### src/include/cu_cfg.svh
`ifndef CU_CFG_SVH
`define CU_CFG_SVH

// instruction word width
`define CU_WORD_SIZE 16

// issue queue entries, also the credits granted after reset
`define CU_QUEUE_DEPTH 4

// sender credit counter width
`define CU_CREDIT_W 3

`endif
### src/rtl/ctrl_pkg.sv
package ctrl_pkg;

	// write-back data source select
	localparam logic [1:0] WB_SRC_ALU = 2'd0;
	localparam logic [1:0] WB_SRC_MEM = 2'd1;
	localparam logic [1:0] WB_SRC_PC  = 2'd2;
	localparam logic [1:0] WB_SRC_LHI = 2'd3;

	// return address register of jal and jrl
	localparam logic [1:0] LINK_REG = 2'd2;

endpackage

### src/rtl/isa_pkg.sv
package isa_pkg;

	// opcodes
	localparam logic [3:0] OP_BNE = 4'd0;
	localparam logic [3:0] OP_BEQ = 4'd1;
	localparam logic [3:0] OP_BGZ = 4'd2;
	localparam logic [3:0] OP_BLZ = 4'd3;
	localparam logic [3:0] OP_ADI = 4'd4;
	localparam logic [3:0] OP_ORI = 4'd5;
	localparam logic [3:0] OP_LHI = 4'd6;
	localparam logic [3:0] OP_LWD = 4'd7;
	localparam logic [3:0] OP_SWD = 4'd8;
	localparam logic [3:0] OP_JMP = 4'd9;
	localparam logic [3:0] OP_JAL = 4'd10;
	// R group, also carries jpr, jrl, hlt and wwd
	localparam logic [3:0] OP_ALU = 4'd15;

	// function codes of the R group
	localparam logic [5:0] FN_ADD = 6'd0;
	localparam logic [5:0] FN_SUB = 6'd1;
	localparam logic [5:0] FN_AND = 6'd2;
	localparam logic [5:0] FN_ORR = 6'd3;
	localparam logic [5:0] FN_NOT = 6'd4;
	localparam logic [5:0] FN_TCP = 6'd5;
	localparam logic [5:0] FN_SHL = 6'd6;
	localparam logic [5:0] FN_SHR = 6'd7;
	localparam logic [5:0] FN_JPR = 6'd25;
	localparam logic [5:0] FN_JRL = 6'd26;
	localparam logic [5:0] FN_WWD = 6'd28;
	localparam logic [5:0] FN_HLT = 6'd29;

	localparam logic [15:0] INST_NOP = 16'h0000;

	// one word, read as R form or I form
	typedef union packed {
		struct packed {
			logic [3:0] opcode;
			logic [1:0] rs;
			logic [1:0] rt;
			logic [1:0] rd;
			logic [5:0] func;
		} r;
		struct packed {
			logic [3:0] opcode;
			logic [1:0] rs;
			logic [1:0] rt;
			logic [7:0] imm;
		} i;
	} inst_word_t;

endpackage

### src/rtl/control_unit_top.sv
`timescale 1ns/1ps
`include "cu_cfg.svh"

module control_unit_top (
	input  logic                     reset_n,
	input  logic                     reset,
	input  logic                     inst_valid,
	input  logic [`CU_WORD_SIZE-1:0] inst_in,
	input  logic                     stall,
	input  logic                     flush,
	input  logic                     mem_wait,
	output logic                     credit_return,
	output logic                     ex_alu_src_b,
	output logic                     ex_alu_op,
	output logic                     m_mem_read,
	output logic                     m_mem_write,
	output logic                     m_pc_br,
	output logic                     m_pc_j,
	output logic                     m_pc_jr,
	output logic                     wb_reg_write,
	output logic [1:0]               wb_src,
	output logic [1:0]               wb_dest,
	output logic                     wb_halt,
	output logic                     wb_wwd,
	output logic                     wb_new_inst
);
	isa_pkg::inst_word_t head_inst;
	logic head_valid;
	logic pop;
	logic head_nop;
	logic d_alu_src_b;
	logic d_alu_op;
	logic d_mem_read;
	logic d_mem_write;
	logic d_pc_br;
	logic d_pc_j;
	logic d_pc_jr;
	logic d_reg_write;
	logic [1:0] d_wb_src;
	logic [1:0] d_dest;
	logic d_halt;
	logic d_wwd;

	// issue whenever a word waits and the hazard unit lets it go
	assign pop = head_valid && !stall && !mem_wait;
	// a nop issues but never retires as a new instruction
	assign head_nop = (head_inst == isa_pkg::INST_NOP);

	inst_issue_queue u_queue (
		.reset_n(reset_n), .reset(reset), .inst_valid(inst_valid), .inst_in(inst_in),
		.pop(pop), .head_inst(head_inst), .head_valid(head_valid),
		.credit_return(credit_return)
	);

	ex_ctrl_decode u_ex_dec (.inst(head_inst), .alu_src_b(d_alu_src_b), .alu_op(d_alu_op));

	mem_ctrl_decode u_mem_dec (
		.inst(head_inst), .mem_read(d_mem_read), .mem_write(d_mem_write),
		.pc_br(d_pc_br), .pc_j(d_pc_j), .pc_jr(d_pc_jr)
	);

	wb_ctrl_decode u_wb_dec (
		.inst(head_inst), .reg_write(d_reg_write), .wb_src(d_wb_src),
		.dest(d_dest), .halt(d_halt), .wwd(d_wwd)
	);

	ctrl_pipe u_pipe (
		.reset_n(reset_n), .reset(reset), .issue(pop), .stall(stall), .flush(flush),
		.mem_wait(mem_wait), .id_nop(head_nop),
		.id_alu_src_b(d_alu_src_b), .id_alu_op(d_alu_op),
		.id_mem_read(d_mem_read), .id_mem_write(d_mem_write), .id_pc_br(d_pc_br),
		.id_pc_j(d_pc_j), .id_pc_jr(d_pc_jr), .id_reg_write(d_reg_write),
		.id_wb_src(d_wb_src), .id_dest(d_dest), .id_halt(d_halt), .id_wwd(d_wwd),
		.ex_alu_src_b(ex_alu_src_b), .ex_alu_op(ex_alu_op),
		.m_mem_read(m_mem_read), .m_mem_write(m_mem_write), .m_pc_br(m_pc_br),
		.m_pc_j(m_pc_j), .m_pc_jr(m_pc_jr), .wb_reg_write(wb_reg_write),
		.wb_src(wb_src), .wb_dest(wb_dest), .wb_halt(wb_halt), .wb_wwd(wb_wwd),
		.wb_new_inst(wb_new_inst)
	);

endmodule

### src/rtl/ctrl_pipe.sv
`timescale 1ns/1ps

module ctrl_pipe (
	input  logic       reset_n,
	input  logic       reset,
	input  logic       issue,
	input  logic       stall,
	input  logic       flush,
	input  logic       mem_wait,
	input  logic       id_nop,
	input  logic       id_alu_src_b,
	input  logic       id_alu_op,
	input  logic       id_mem_read,
	input  logic       id_mem_write,
	input  logic       id_pc_br,
	input  logic       id_pc_j,
	input  logic       id_pc_jr,
	input  logic       id_reg_write,
	input  logic [1:0] id_wb_src,
	input  logic [1:0] id_dest,
	input  logic       id_halt,
	input  logic       id_wwd,
	output logic       ex_alu_src_b,
	output logic       ex_alu_op,
	output logic       m_mem_read,
	output logic       m_mem_write,
	output logic       m_pc_br,
	output logic       m_pc_j,
	output logic       m_pc_jr,
	output logic       wb_reg_write,
	output logic [1:0] wb_src,
	output logic [1:0] wb_dest,
	output logic       wb_halt,
	output logic       wb_wwd,
	output logic       wb_new_inst
);
	// groups riding ahead of their own stage
	logic [4:0] ex_mem_grp;
	logic [6:0] ex_wb_grp;
	logic       ex_valid;
	logic [6:0] m_wb_grp;
	logic       m_valid;
	logic       take;

	// an empty queue or a stall leaves a bubble in EX
	assign take = issue && !stall;

	always_ff @(posedge reset_n) begin
		if (reset) begin
			{ex_alu_src_b, ex_alu_op, ex_mem_grp, ex_wb_grp, ex_valid} <= '0;
			{m_mem_read, m_mem_write, m_pc_br, m_pc_j, m_pc_jr} <= '0;
			{m_wb_grp, m_valid} <= '0;
			{wb_reg_write, wb_src, wb_dest, wb_halt, wb_wwd, wb_new_inst} <= '0;
		end else if (!mem_wait) begin
			if (take) begin
				{ex_alu_src_b, ex_alu_op} <= {id_alu_src_b, id_alu_op};
				ex_mem_grp <= {id_mem_read, id_mem_write, id_pc_br, id_pc_j, id_pc_jr};
				ex_wb_grp <= {id_reg_write, id_wb_src, id_dest, id_halt, id_wwd};
				ex_valid <= !id_nop;
			end else begin
				{ex_alu_src_b, ex_alu_op, ex_mem_grp, ex_wb_grp, ex_valid} <= '0;
			end

			// flush kills what leaves EX and M, the new EX entry stays
			if (flush) begin
				{m_mem_read, m_mem_write, m_pc_br, m_pc_j, m_pc_jr} <= '0;
				{m_wb_grp, m_valid} <= '0;
				{wb_reg_write, wb_src, wb_dest, wb_halt, wb_wwd, wb_new_inst} <= '0;
			end else begin
				{m_mem_read, m_mem_write, m_pc_br, m_pc_j, m_pc_jr} <= ex_mem_grp;
				{m_wb_grp, m_valid} <= {ex_wb_grp, ex_valid};
				{wb_reg_write, wb_src, wb_dest, wb_halt, wb_wwd} <= m_wb_grp;
				wb_new_inst <= m_valid;
			end
		end
	end

endmodule

### src/rtl/wb_ctrl_decode.sv
`timescale 1ns/1ps

module wb_ctrl_decode (
	input  isa_pkg::inst_word_t inst,
	output logic                reg_write,
	output logic [1:0]          wb_src,
	output logic [1:0]          dest,
	output logic                halt,
	output logic                wwd
);
	logic is_rgrp;
	logic rgrp_alu;
	logic is_jrl;

	assign is_rgrp = (inst.r.opcode == isa_pkg::OP_ALU);
	assign rgrp_alu = is_rgrp && (inst.r.func <= isa_pkg::FN_SHR);
	assign is_jrl = is_rgrp && (inst.r.func == isa_pkg::FN_JRL);

	always_comb begin
		reg_write = 1'b0;
		wb_src = ctrl_pkg::WB_SRC_ALU;
		dest = 2'd0;

		if (rgrp_alu) begin
			reg_write = 1'b1;
			dest = inst.r.rd;
		end else if (is_jrl || inst.i.opcode == isa_pkg::OP_JAL) begin
			reg_write = 1'b1;
			wb_src = ctrl_pkg::WB_SRC_PC;
			dest = ctrl_pkg::LINK_REG;
		end else begin
			case (inst.i.opcode)
				isa_pkg::OP_ADI,
				isa_pkg::OP_ORI: begin
					reg_write = 1'b1;
					dest = inst.i.rt;
				end
				isa_pkg::OP_LHI: begin
					reg_write = 1'b1;
					wb_src = ctrl_pkg::WB_SRC_LHI;
					dest = inst.i.rt;
				end
				isa_pkg::OP_LWD: begin
					reg_write = 1'b1;
					wb_src = ctrl_pkg::WB_SRC_MEM;
					dest = inst.i.rt;
				end
				default: reg_write = 1'b0;
			endcase
		end

		halt = is_rgrp && (inst.r.func == isa_pkg::FN_HLT);
		wwd = is_rgrp && (inst.r.func == isa_pkg::FN_WWD);
	end

endmodule

### src/rtl/mem_ctrl_decode.sv
`timescale 1ns/1ps

module mem_ctrl_decode (
	input  isa_pkg::inst_word_t inst,
	output logic                mem_read,
	output logic                mem_write,
	output logic                pc_br,
	output logic                pc_j,
	output logic                pc_jr
);
	logic is_nop;
	logic is_rgrp;
	logic is_jreg;

	// the all-zero word shares its opcode with bne
	assign is_nop = (inst == isa_pkg::INST_NOP);
	assign is_rgrp = (inst.r.opcode == isa_pkg::OP_ALU);
	assign is_jreg = is_rgrp &&
		(inst.r.func == isa_pkg::FN_JPR || inst.r.func == isa_pkg::FN_JRL);

	always_comb begin
		mem_read = (inst.i.opcode == isa_pkg::OP_LWD);
		mem_write = (inst.i.opcode == isa_pkg::OP_SWD);

		case (inst.i.opcode)
			isa_pkg::OP_BNE,
			isa_pkg::OP_BEQ,
			isa_pkg::OP_BGZ,
			isa_pkg::OP_BLZ: pc_br = !is_nop;
			default: pc_br = 1'b0;
		endcase

		pc_j = is_jreg || inst.i.opcode == isa_pkg::OP_JMP ||
			inst.i.opcode == isa_pkg::OP_JAL;
		// register target jumps
		pc_jr = is_jreg;
	end

endmodule

### src/rtl/ex_ctrl_decode.sv
`timescale 1ns/1ps

module ex_ctrl_decode (
	input  isa_pkg::inst_word_t inst,
	output logic                alu_src_b,
	output logic                alu_op
);

	always_comb begin
		// immediate operand forms, beq and bne compare two registers
		case (inst.i.opcode)
			isa_pkg::OP_ADI,
			isa_pkg::OP_ORI,
			isa_pkg::OP_LHI,
			isa_pkg::OP_LWD,
			isa_pkg::OP_SWD,
			isa_pkg::OP_BGZ,
			isa_pkg::OP_BLZ: alu_src_b = 1'b1;
			default: alu_src_b = 1'b0;
		endcase

		// R group with a real alu function only
		alu_op = (inst.r.opcode == isa_pkg::OP_ALU) && (inst.r.func <= isa_pkg::FN_SHR);
	end

endmodule

### src/rtl/inst_issue_queue.sv
`timescale 1ns/1ps
`include "cu_cfg.svh"

module inst_issue_queue (
	input  logic                     reset_n,
	input  logic                     reset,
	input  logic                     inst_valid,
	input  logic [`CU_WORD_SIZE-1:0] inst_in,
	input  logic                     pop,
	output isa_pkg::inst_word_t      head_inst,
	output logic                     head_valid,
	output logic                     credit_return
);
	localparam int DEPTH = `CU_QUEUE_DEPTH;
	localparam int PTR_W = (DEPTH > 1) ? $clog2(DEPTH) : 1;
	localparam int CNT_W = $clog2(DEPTH + 1);

	logic [`CU_WORD_SIZE-1:0] mem [DEPTH];
	logic [PTR_W-1:0] wr_ptr;
	logic [PTR_W-1:0] rd_ptr;
	logic [CNT_W-1:0] count;
	logic do_pop;

	// wrap at depth, which need not be a power of two
	function automatic logic [PTR_W-1:0] next_ptr(input logic [PTR_W-1:0] ptr);
		if (ptr == PTR_W'(DEPTH - 1)) begin
			return '0;
		end
		return ptr + 1'b1;
	endfunction

	assign head_valid = (count != '0);
	assign head_inst = mem[rd_ptr];
	assign do_pop = pop && head_valid;

	always_ff @(posedge reset_n) begin
		if (inst_valid) begin
			mem[wr_ptr] <= inst_in;
		end
	end

	always_ff @(posedge reset_n) begin
		if (reset) begin
			wr_ptr <= '0;
			rd_ptr <= '0;
			count <= '0;
			credit_return <= 1'b0;
		end else begin
			if (inst_valid) begin
				wr_ptr <= next_ptr(wr_ptr);
			end
			if (do_pop) begin
				rd_ptr <= next_ptr(rd_ptr);
			end
			// simultaneous push and pop leaves the count alone
			case ({inst_valid, do_pop})
				2'b10: count <= count + 1'b1;
				2'b01: count <= count - 1'b1;
				default: count <= count;
			endcase
			// one credit back per popped entry
			credit_return <= do_pop;
		end
	end

endmodule

### config.mk
export PLATFORM = sky130hd
export DESIGN_NAME = control_unit_top
export DESIGN_NICKNAME = d
export VERILOG_FILES = /design/src/rtl/ctrl_pkg.sv /design/src/rtl/isa_pkg.sv /design/src/rtl/control_unit_top.sv /design/src/rtl/ctrl_pipe.sv /design/src/rtl/wb_ctrl_decode.sv /design/src/rtl/mem_ctrl_decode.sv /design/src/rtl/ex_ctrl_decode.sv /design/src/rtl/inst_issue_queue.sv
export VERILOG_INCLUDE_DIRS = /design/src /design/src/include
export SDC_FILE = /design/constraint.sdc
export NUM_CORES = 1
export LEC_CHECK = 0
export BUFFER_PORTS_ARGS = -buffer_cell sky130_fd_sc_hd__buf_2
export CORE_MARGIN = 10
export CORE_UTILIZATION = 31
export CTS_BUF_LIST = sky130_fd_sc_hd__clkbuf_4 sky130_fd_sc_hd__clkbuf_8
export DETAILED_ROUTE_END_ITERATION = 10
export MAX_ROUTING_LAYER = met4
export PLACE_DENSITY = 0.44
export SYNTH_ARGS = -nofsm -noshare
export SYNTH_HDL_FRONTEND = slang
export SYNTH_SLANG_ARGS = --single-unit
### constraint.sdc
create_clock -name reset_n -period 2.8 [get_ports reset_n]
set_input_delay 0.42 -clock reset_n [delete_from_list [all_inputs] [get_ports reset_n]]
set_output_delay 0.42 -clock reset_n [all_outputs]
set_load 0.03 [all_outputs]
Word level (Yosys, flattened, before mapping)
Memory sizes are Yosys's and may differ from the RTL's. A register that Yosys moved wholly into a read port is not among the register bits.
Cells that the tools add are included.
{ "totals": {"regBits": 44, "ram_bits": 64, "input_bits": 22, "output_inout_bits": 16, "word_cells": 114, "mem_count": 1} }
{ "memory_table": {"columns": ["memory", "depth", "width", "rd", "rd_clocked_by_memory_dff", "wr", "line_no", "rtl"], "rows": [
  ["u_queue.mem", 4, 16, 1, 1, 1, "inst_issue_queue.sv:18", "logic [`CU_WORD_SIZE-1:0] mem [DEPTH];"]
]} }
{ "classes": {"addsub": 4, "order_cmp": 1, "eq_ne": 19, "n_mux": 44, "reduce_logical": 23} }
{ "op_table": {"columns": ["op", "count"], "rows": [
  ["1-bit two-way mux", 26],
  ["2-bit two-way mux", 13],
  ["6-bit by 5-bit == test with 1-bit output, second input constant", 4],
  ["4-bit by 3-bit == test with 1-bit output, second input constant", 4],
  ["4-bit == test, second input constant", 4],
  ["16-bit zero test", 1],
  ["7-bit two-way mux", 2],
  ["1-bit logical AND", 9],
  ["4-bit by 2-bit == test with 1-bit output, second input constant", 2],
  ["4-bit OR reduction", 2],
  ["7-bit OR reduction", 1],
  ["2-bit == test, second input constant", 3],
  ["6-bit by 3-bit <= comparator with 1-bit output, second input constant", 1],
  ["3-bit one-hot mux with 2 select lines", 1],
  ["5-bit two-way mux", 1],
  ["2-bit by 1-bit adder with 2-bit output, second input constant", 2],
  ["4-bit by 1-bit == test with 1-bit output, second input constant", 1],
  ["4-bit zero test", 1],
  ["1-bit logical OR", 4],
  ["2-bit one-hot mux with 2 select lines", 1],
  ["3-bit by 1-bit adder with 3-bit output, second input constant", 1],
  ["1-bit zero test", 3],
  ["3-bit nonzero test", 1],
  ["3-bit by 1-bit subtractor with 3-bit output, second input constant", 1],
  ["2 further kinds", 2]
]} }

Longest topological paths before layout
{ "logic_depth": {"depth_word": 9, "depth_mapped": 8, "mapped_depth_nobuf": 8} }

By module
Synthesis repeated with hierarchy kept, for this count alone.
{ "hier_totals": {"cells_unflattened": 341, "area_unflattened_um2": 4648.2} }
{ "by_module_without_submodules": {"columns": ["module", "instances", "cells_each", "area_each_um2", "seq_area_each_um2"], "rows": [
  ["inst_issue_queue", 1, 135, 2836.5, 2122.0],
  ["ctrl_pipe", 1, 159, 1457.6, 720.7],
  ["wb_ctrl_decode", 1, 20, 172.7, 0.0],
  ["mem_ctrl_decode", 1, 15, 103.8, 0.0],
  ["control_unit_top", 1, 6, 41.3, 0.0],
  ["ex_ctrl_decode", 1, 6, 36.3, 0.0]
]} }

Worst setup path after synthesis
No wires, ideal clock.
{ "synth_path": {"kind": "register -> register", "from": "register with a tool-made name", "to": "register u_pipe.ex_mem_grp[2]", "setup_ps": 124, "t_arrival_ps": 2021, "required_time_ps": 2676, "slack_ps": 656, "path_stages_with_launch": 7, "path_buffers": 1, "synth_period_minus_slack_ps": 2144, "path_cell_list": "dfxtp_1 buf_6 mux4_2 or4_1 a211o_1 nor3_2 o41ai_1"} }
{ "synth_rtl": {"columns": ["element", "line_no", "rtl"], "rows": [
  ["to (signal assigned)", "ctrl_pipe.sv:57", "ex_mem_grp <= {id_mem_read, id_mem_write, id_pc_br, id_pc_j, id_pc_jr};"],
  ["to (decl)", "ctrl_pipe.sv:38", "logic [4:0] ex_mem_grp;"]
]} }

==> results by group <==
Clock network
  • Postcts setup bufs: 0
  • CTS tree: yes
  • H-tree depth: 3
  • Clock sinks: 110
  • CTS buffer count: 9
  • Clk Latency, worst-skew pair: 0.38 ns
  • CTS root buf: clkbuf_8
  • CTS Buffer Depth: 2
  • Post-CTS Resized: 0
  • Hold_buf cts: 0
  • Clk slew on worst S/H paths: 0.10 ns

Setup path
  • R2R setup slack: 0.40 ns
  • Critical path's slowest cell: mux4_2
  • Setup crit start kind: flip-flop
  • Worst reg-to-reg path cell count: 5
  • Crit path DAT: 2.67 ns
  • Worst path max stage delay: 0.63 ns
  • Crit Path Class: flip-flop to flip-flop
  • Critical path endpoint category: flip-flop
  • Crit path max fanout: 7
  • Worst path required time: 3.07 ns
  • Crit-path cells: mux4_2 -> or4_1 -> a211o_1 -> nor3_2 -> o41ai_1

GRT
  • Grt total ovfl: 0
  • Largest net degree at the start of global routing: 30
  • Initial antenna violation count: 0
  • First-pass GRT wire length: 13,200 um
  • Total GRT Usage: 9.49%
  • Vias in the first global route: 2,403

Floorplan
  • I/O pin cnt: 38
  • Initial core utilization: 31.5%
  • CORE AREA: 13,100 um^2
  • Die width: 135 um
  • Rows: 42
  • Die H: 135 um
  • Die area: 18,300 um^2

Cells and area
  • Commonest non-fill, non-tap cell in the layout: edfxtp_1
  • Layout cells sized above 1: 25.4%
  • Area grow syn2layout: 14.4%
  • Fill cells: 1,310
  • Inserted Diodes: 0
  • Most frequent cells in the layout: edfxtp_1, dfxtp_1, buf_2
  • NumNets Final: 344
  • Post-Route Utilization: 36.0%

Routing
  • Via count: 2,268
  • Final wirelength: 7820 um
  • DR DRC count: 0
  • Final antenna-violating net count: 0
  • Iteration-0 DRC Markers: 170
  • Vias per cell: 4.58
  • Initial DRT Pass Iterations: 4
  • Wirelength per Cell: 15.8 um

Yosys
  • Mapped Nets: 299
  • Top cells by area, synth: edfxtp_1, dfxtp_1, mux4_2
  • Adder-cell share of the synthesized area: 2.30%
  • Synthesized cell area: 4130 um^2
  • Complex-gate fraction of the synthesized area: 9.05%
  • Synth area leader: edfxtp_1
  • Share of the synthesized area in the top cell type: 46.5%
  • Main combinational cell family by area after synthesis: compound AO/OA/AOI/OAI gates
  • Part of the Yosys area used for sequential elements: 68.8%
  • Synth Area in XOR/XNOR: 0.848%
  • Yosys cell types: 47
  • Mapped Avg Cell Area: 15.3 um^2
  • Mux contribution to synthesized area: 8.54%
  • Post-synthesis simple-gate area fraction: 8.05%
  • Top_reg_cell synth: edfxtp_1
  • Mapped Cells: 270
  • FFs w/ async S/R, synth: 0%
  • Yosys warns: 0
  • Post-synth EDFFs: 64
  • Synth Register Bits: 110

Timing
  • Fmax: 417 MHz
  • Final slew viol count: 0
  • Slew @ Worst Pin: 0.459 ns
  • WHS: 0.250 ns
  • Sum of negative setup slack: 0 ns
  • Setup ws final: 0.403 ns
  • Max_slew headroom: 69.2%
  • Tmin final: 2.40 ns
  • Crit share post-route: 85.6%
  • Max Clock Skew: 0.00706 ns
  • Final setup fails: 0
  • RSZ-0062 raised after global routing: false
  • Final Hold Viols: 0

Placed design
  • Worst slack, placed: 0.380 ns
  • Port bufs: 37
  • Placer Congestion: 0.727
  • HPWL after detailed placement: 5470 um

Power
  • Worst vdd ir: 0.000261 V
  • Total Power: 0.00293 W
  • Power Density: 621 nW/um^2
  • Leakage: 1.64 nW

Min path
  • Worst Hold Path Cells: 1
  • Worst hold path class: primary input to flip-flop

Status
  • Status: complete, no violations

Flow run
  • Max_cap viols: 0
==> state kept, by name, summed over array words and instances (netlist names), 2 cells and up, named ones only <==
signal	count
u_queue.rd_ptr	2
u_pipe.m_wb_grp	7
u_queue.mem	64
u_pipe.ex_mem_grp	5
u_queue.count	3
u_pipe.ex_wb_grp	7
u_pipe.wb_src	2
u_pipe.wb_dest	2
u_queue.wr_ptr	2
==> worst paths after layout <==
kind	end	from
max	u_pipe.ex_mem_grp[2]	flip-flop
min	u_queue.mem[3][9]	inst_in[9]
max reg2reg	u_pipe.ex_mem_grp[2]	flip-flop
min reg2reg	u_pipe.ex_wb_grp[6]	u_pipe.ex_wb_grp[6]
==> kinds of logic after synthesis <==
family	after synthesis
fa+ha+maj	7
mux	17
flops	110
simple gates	61
xor+xnor	4
buf+inv	21
compound gates	50
==> metal layers <==
metal	global-route usage, %	share of wire [%]
met1	11.9	49
met2	13.5	44
met3	4.04	5.5
met4	3.05	1.3
met5	-	0
==> synth_stat cells (4+ instances only) <==
cell type and number:
nand2_1 12, edfxtp_1 64, dfxtp_1 46, and2_1 5
clkbuf_1 6, inv_1 8, mux4_2 12, ha_1 6
nor2_1 16, o21ai_1 4, a21oi_1 7, nor3_1 6
a22o_1 21
==> through the flow <==
step | cell area (um^2) | instances
2_1_floorplan | 4130 | 270
6_report | 4730 | 495
5_1_grt | 4730 | 495
4_1_cts | 4730 | 495
3_3_place_gp | 4550 | 480
3_5_place_dp | 4550 | 480
==> critical path: cells and delay by family (launching register included) <==
kind | cells | cell delay (ns)
mux | 1 | 0.63
compound gates | 2 | 0.34
simple gates | 2 | 0.77
flops | 1 | 0.56
==> power breakdown <==
group / total, W / leakage (nW) / switching [W] / internal (W)
clock network: 0.000871 / 0.0843 / 0.000531 / 0.000339
logic: 0.000272 / 0.596 / 0.000157 / 0.000115
registers: 0.00179 / 0.959 / 0.0000259 / 0.00176
total: 0.00293 / 1.64 / 0.000714 / 0.00222
==> area by class of cell <==
class	count	area, um^2	area share (%)
Clock inverter	5	43.8	0.927
Sequential cell	110	2840	60.2
Multi-Input combinational cell	139	1200	25.3
Tap cell	176	220	4.66
Inverter	8	30.0	0.635
Clock buffer	10	131	2.78
Timing Repair Buffer	47	260	5.51
Power figures use the tool's default switching activity.
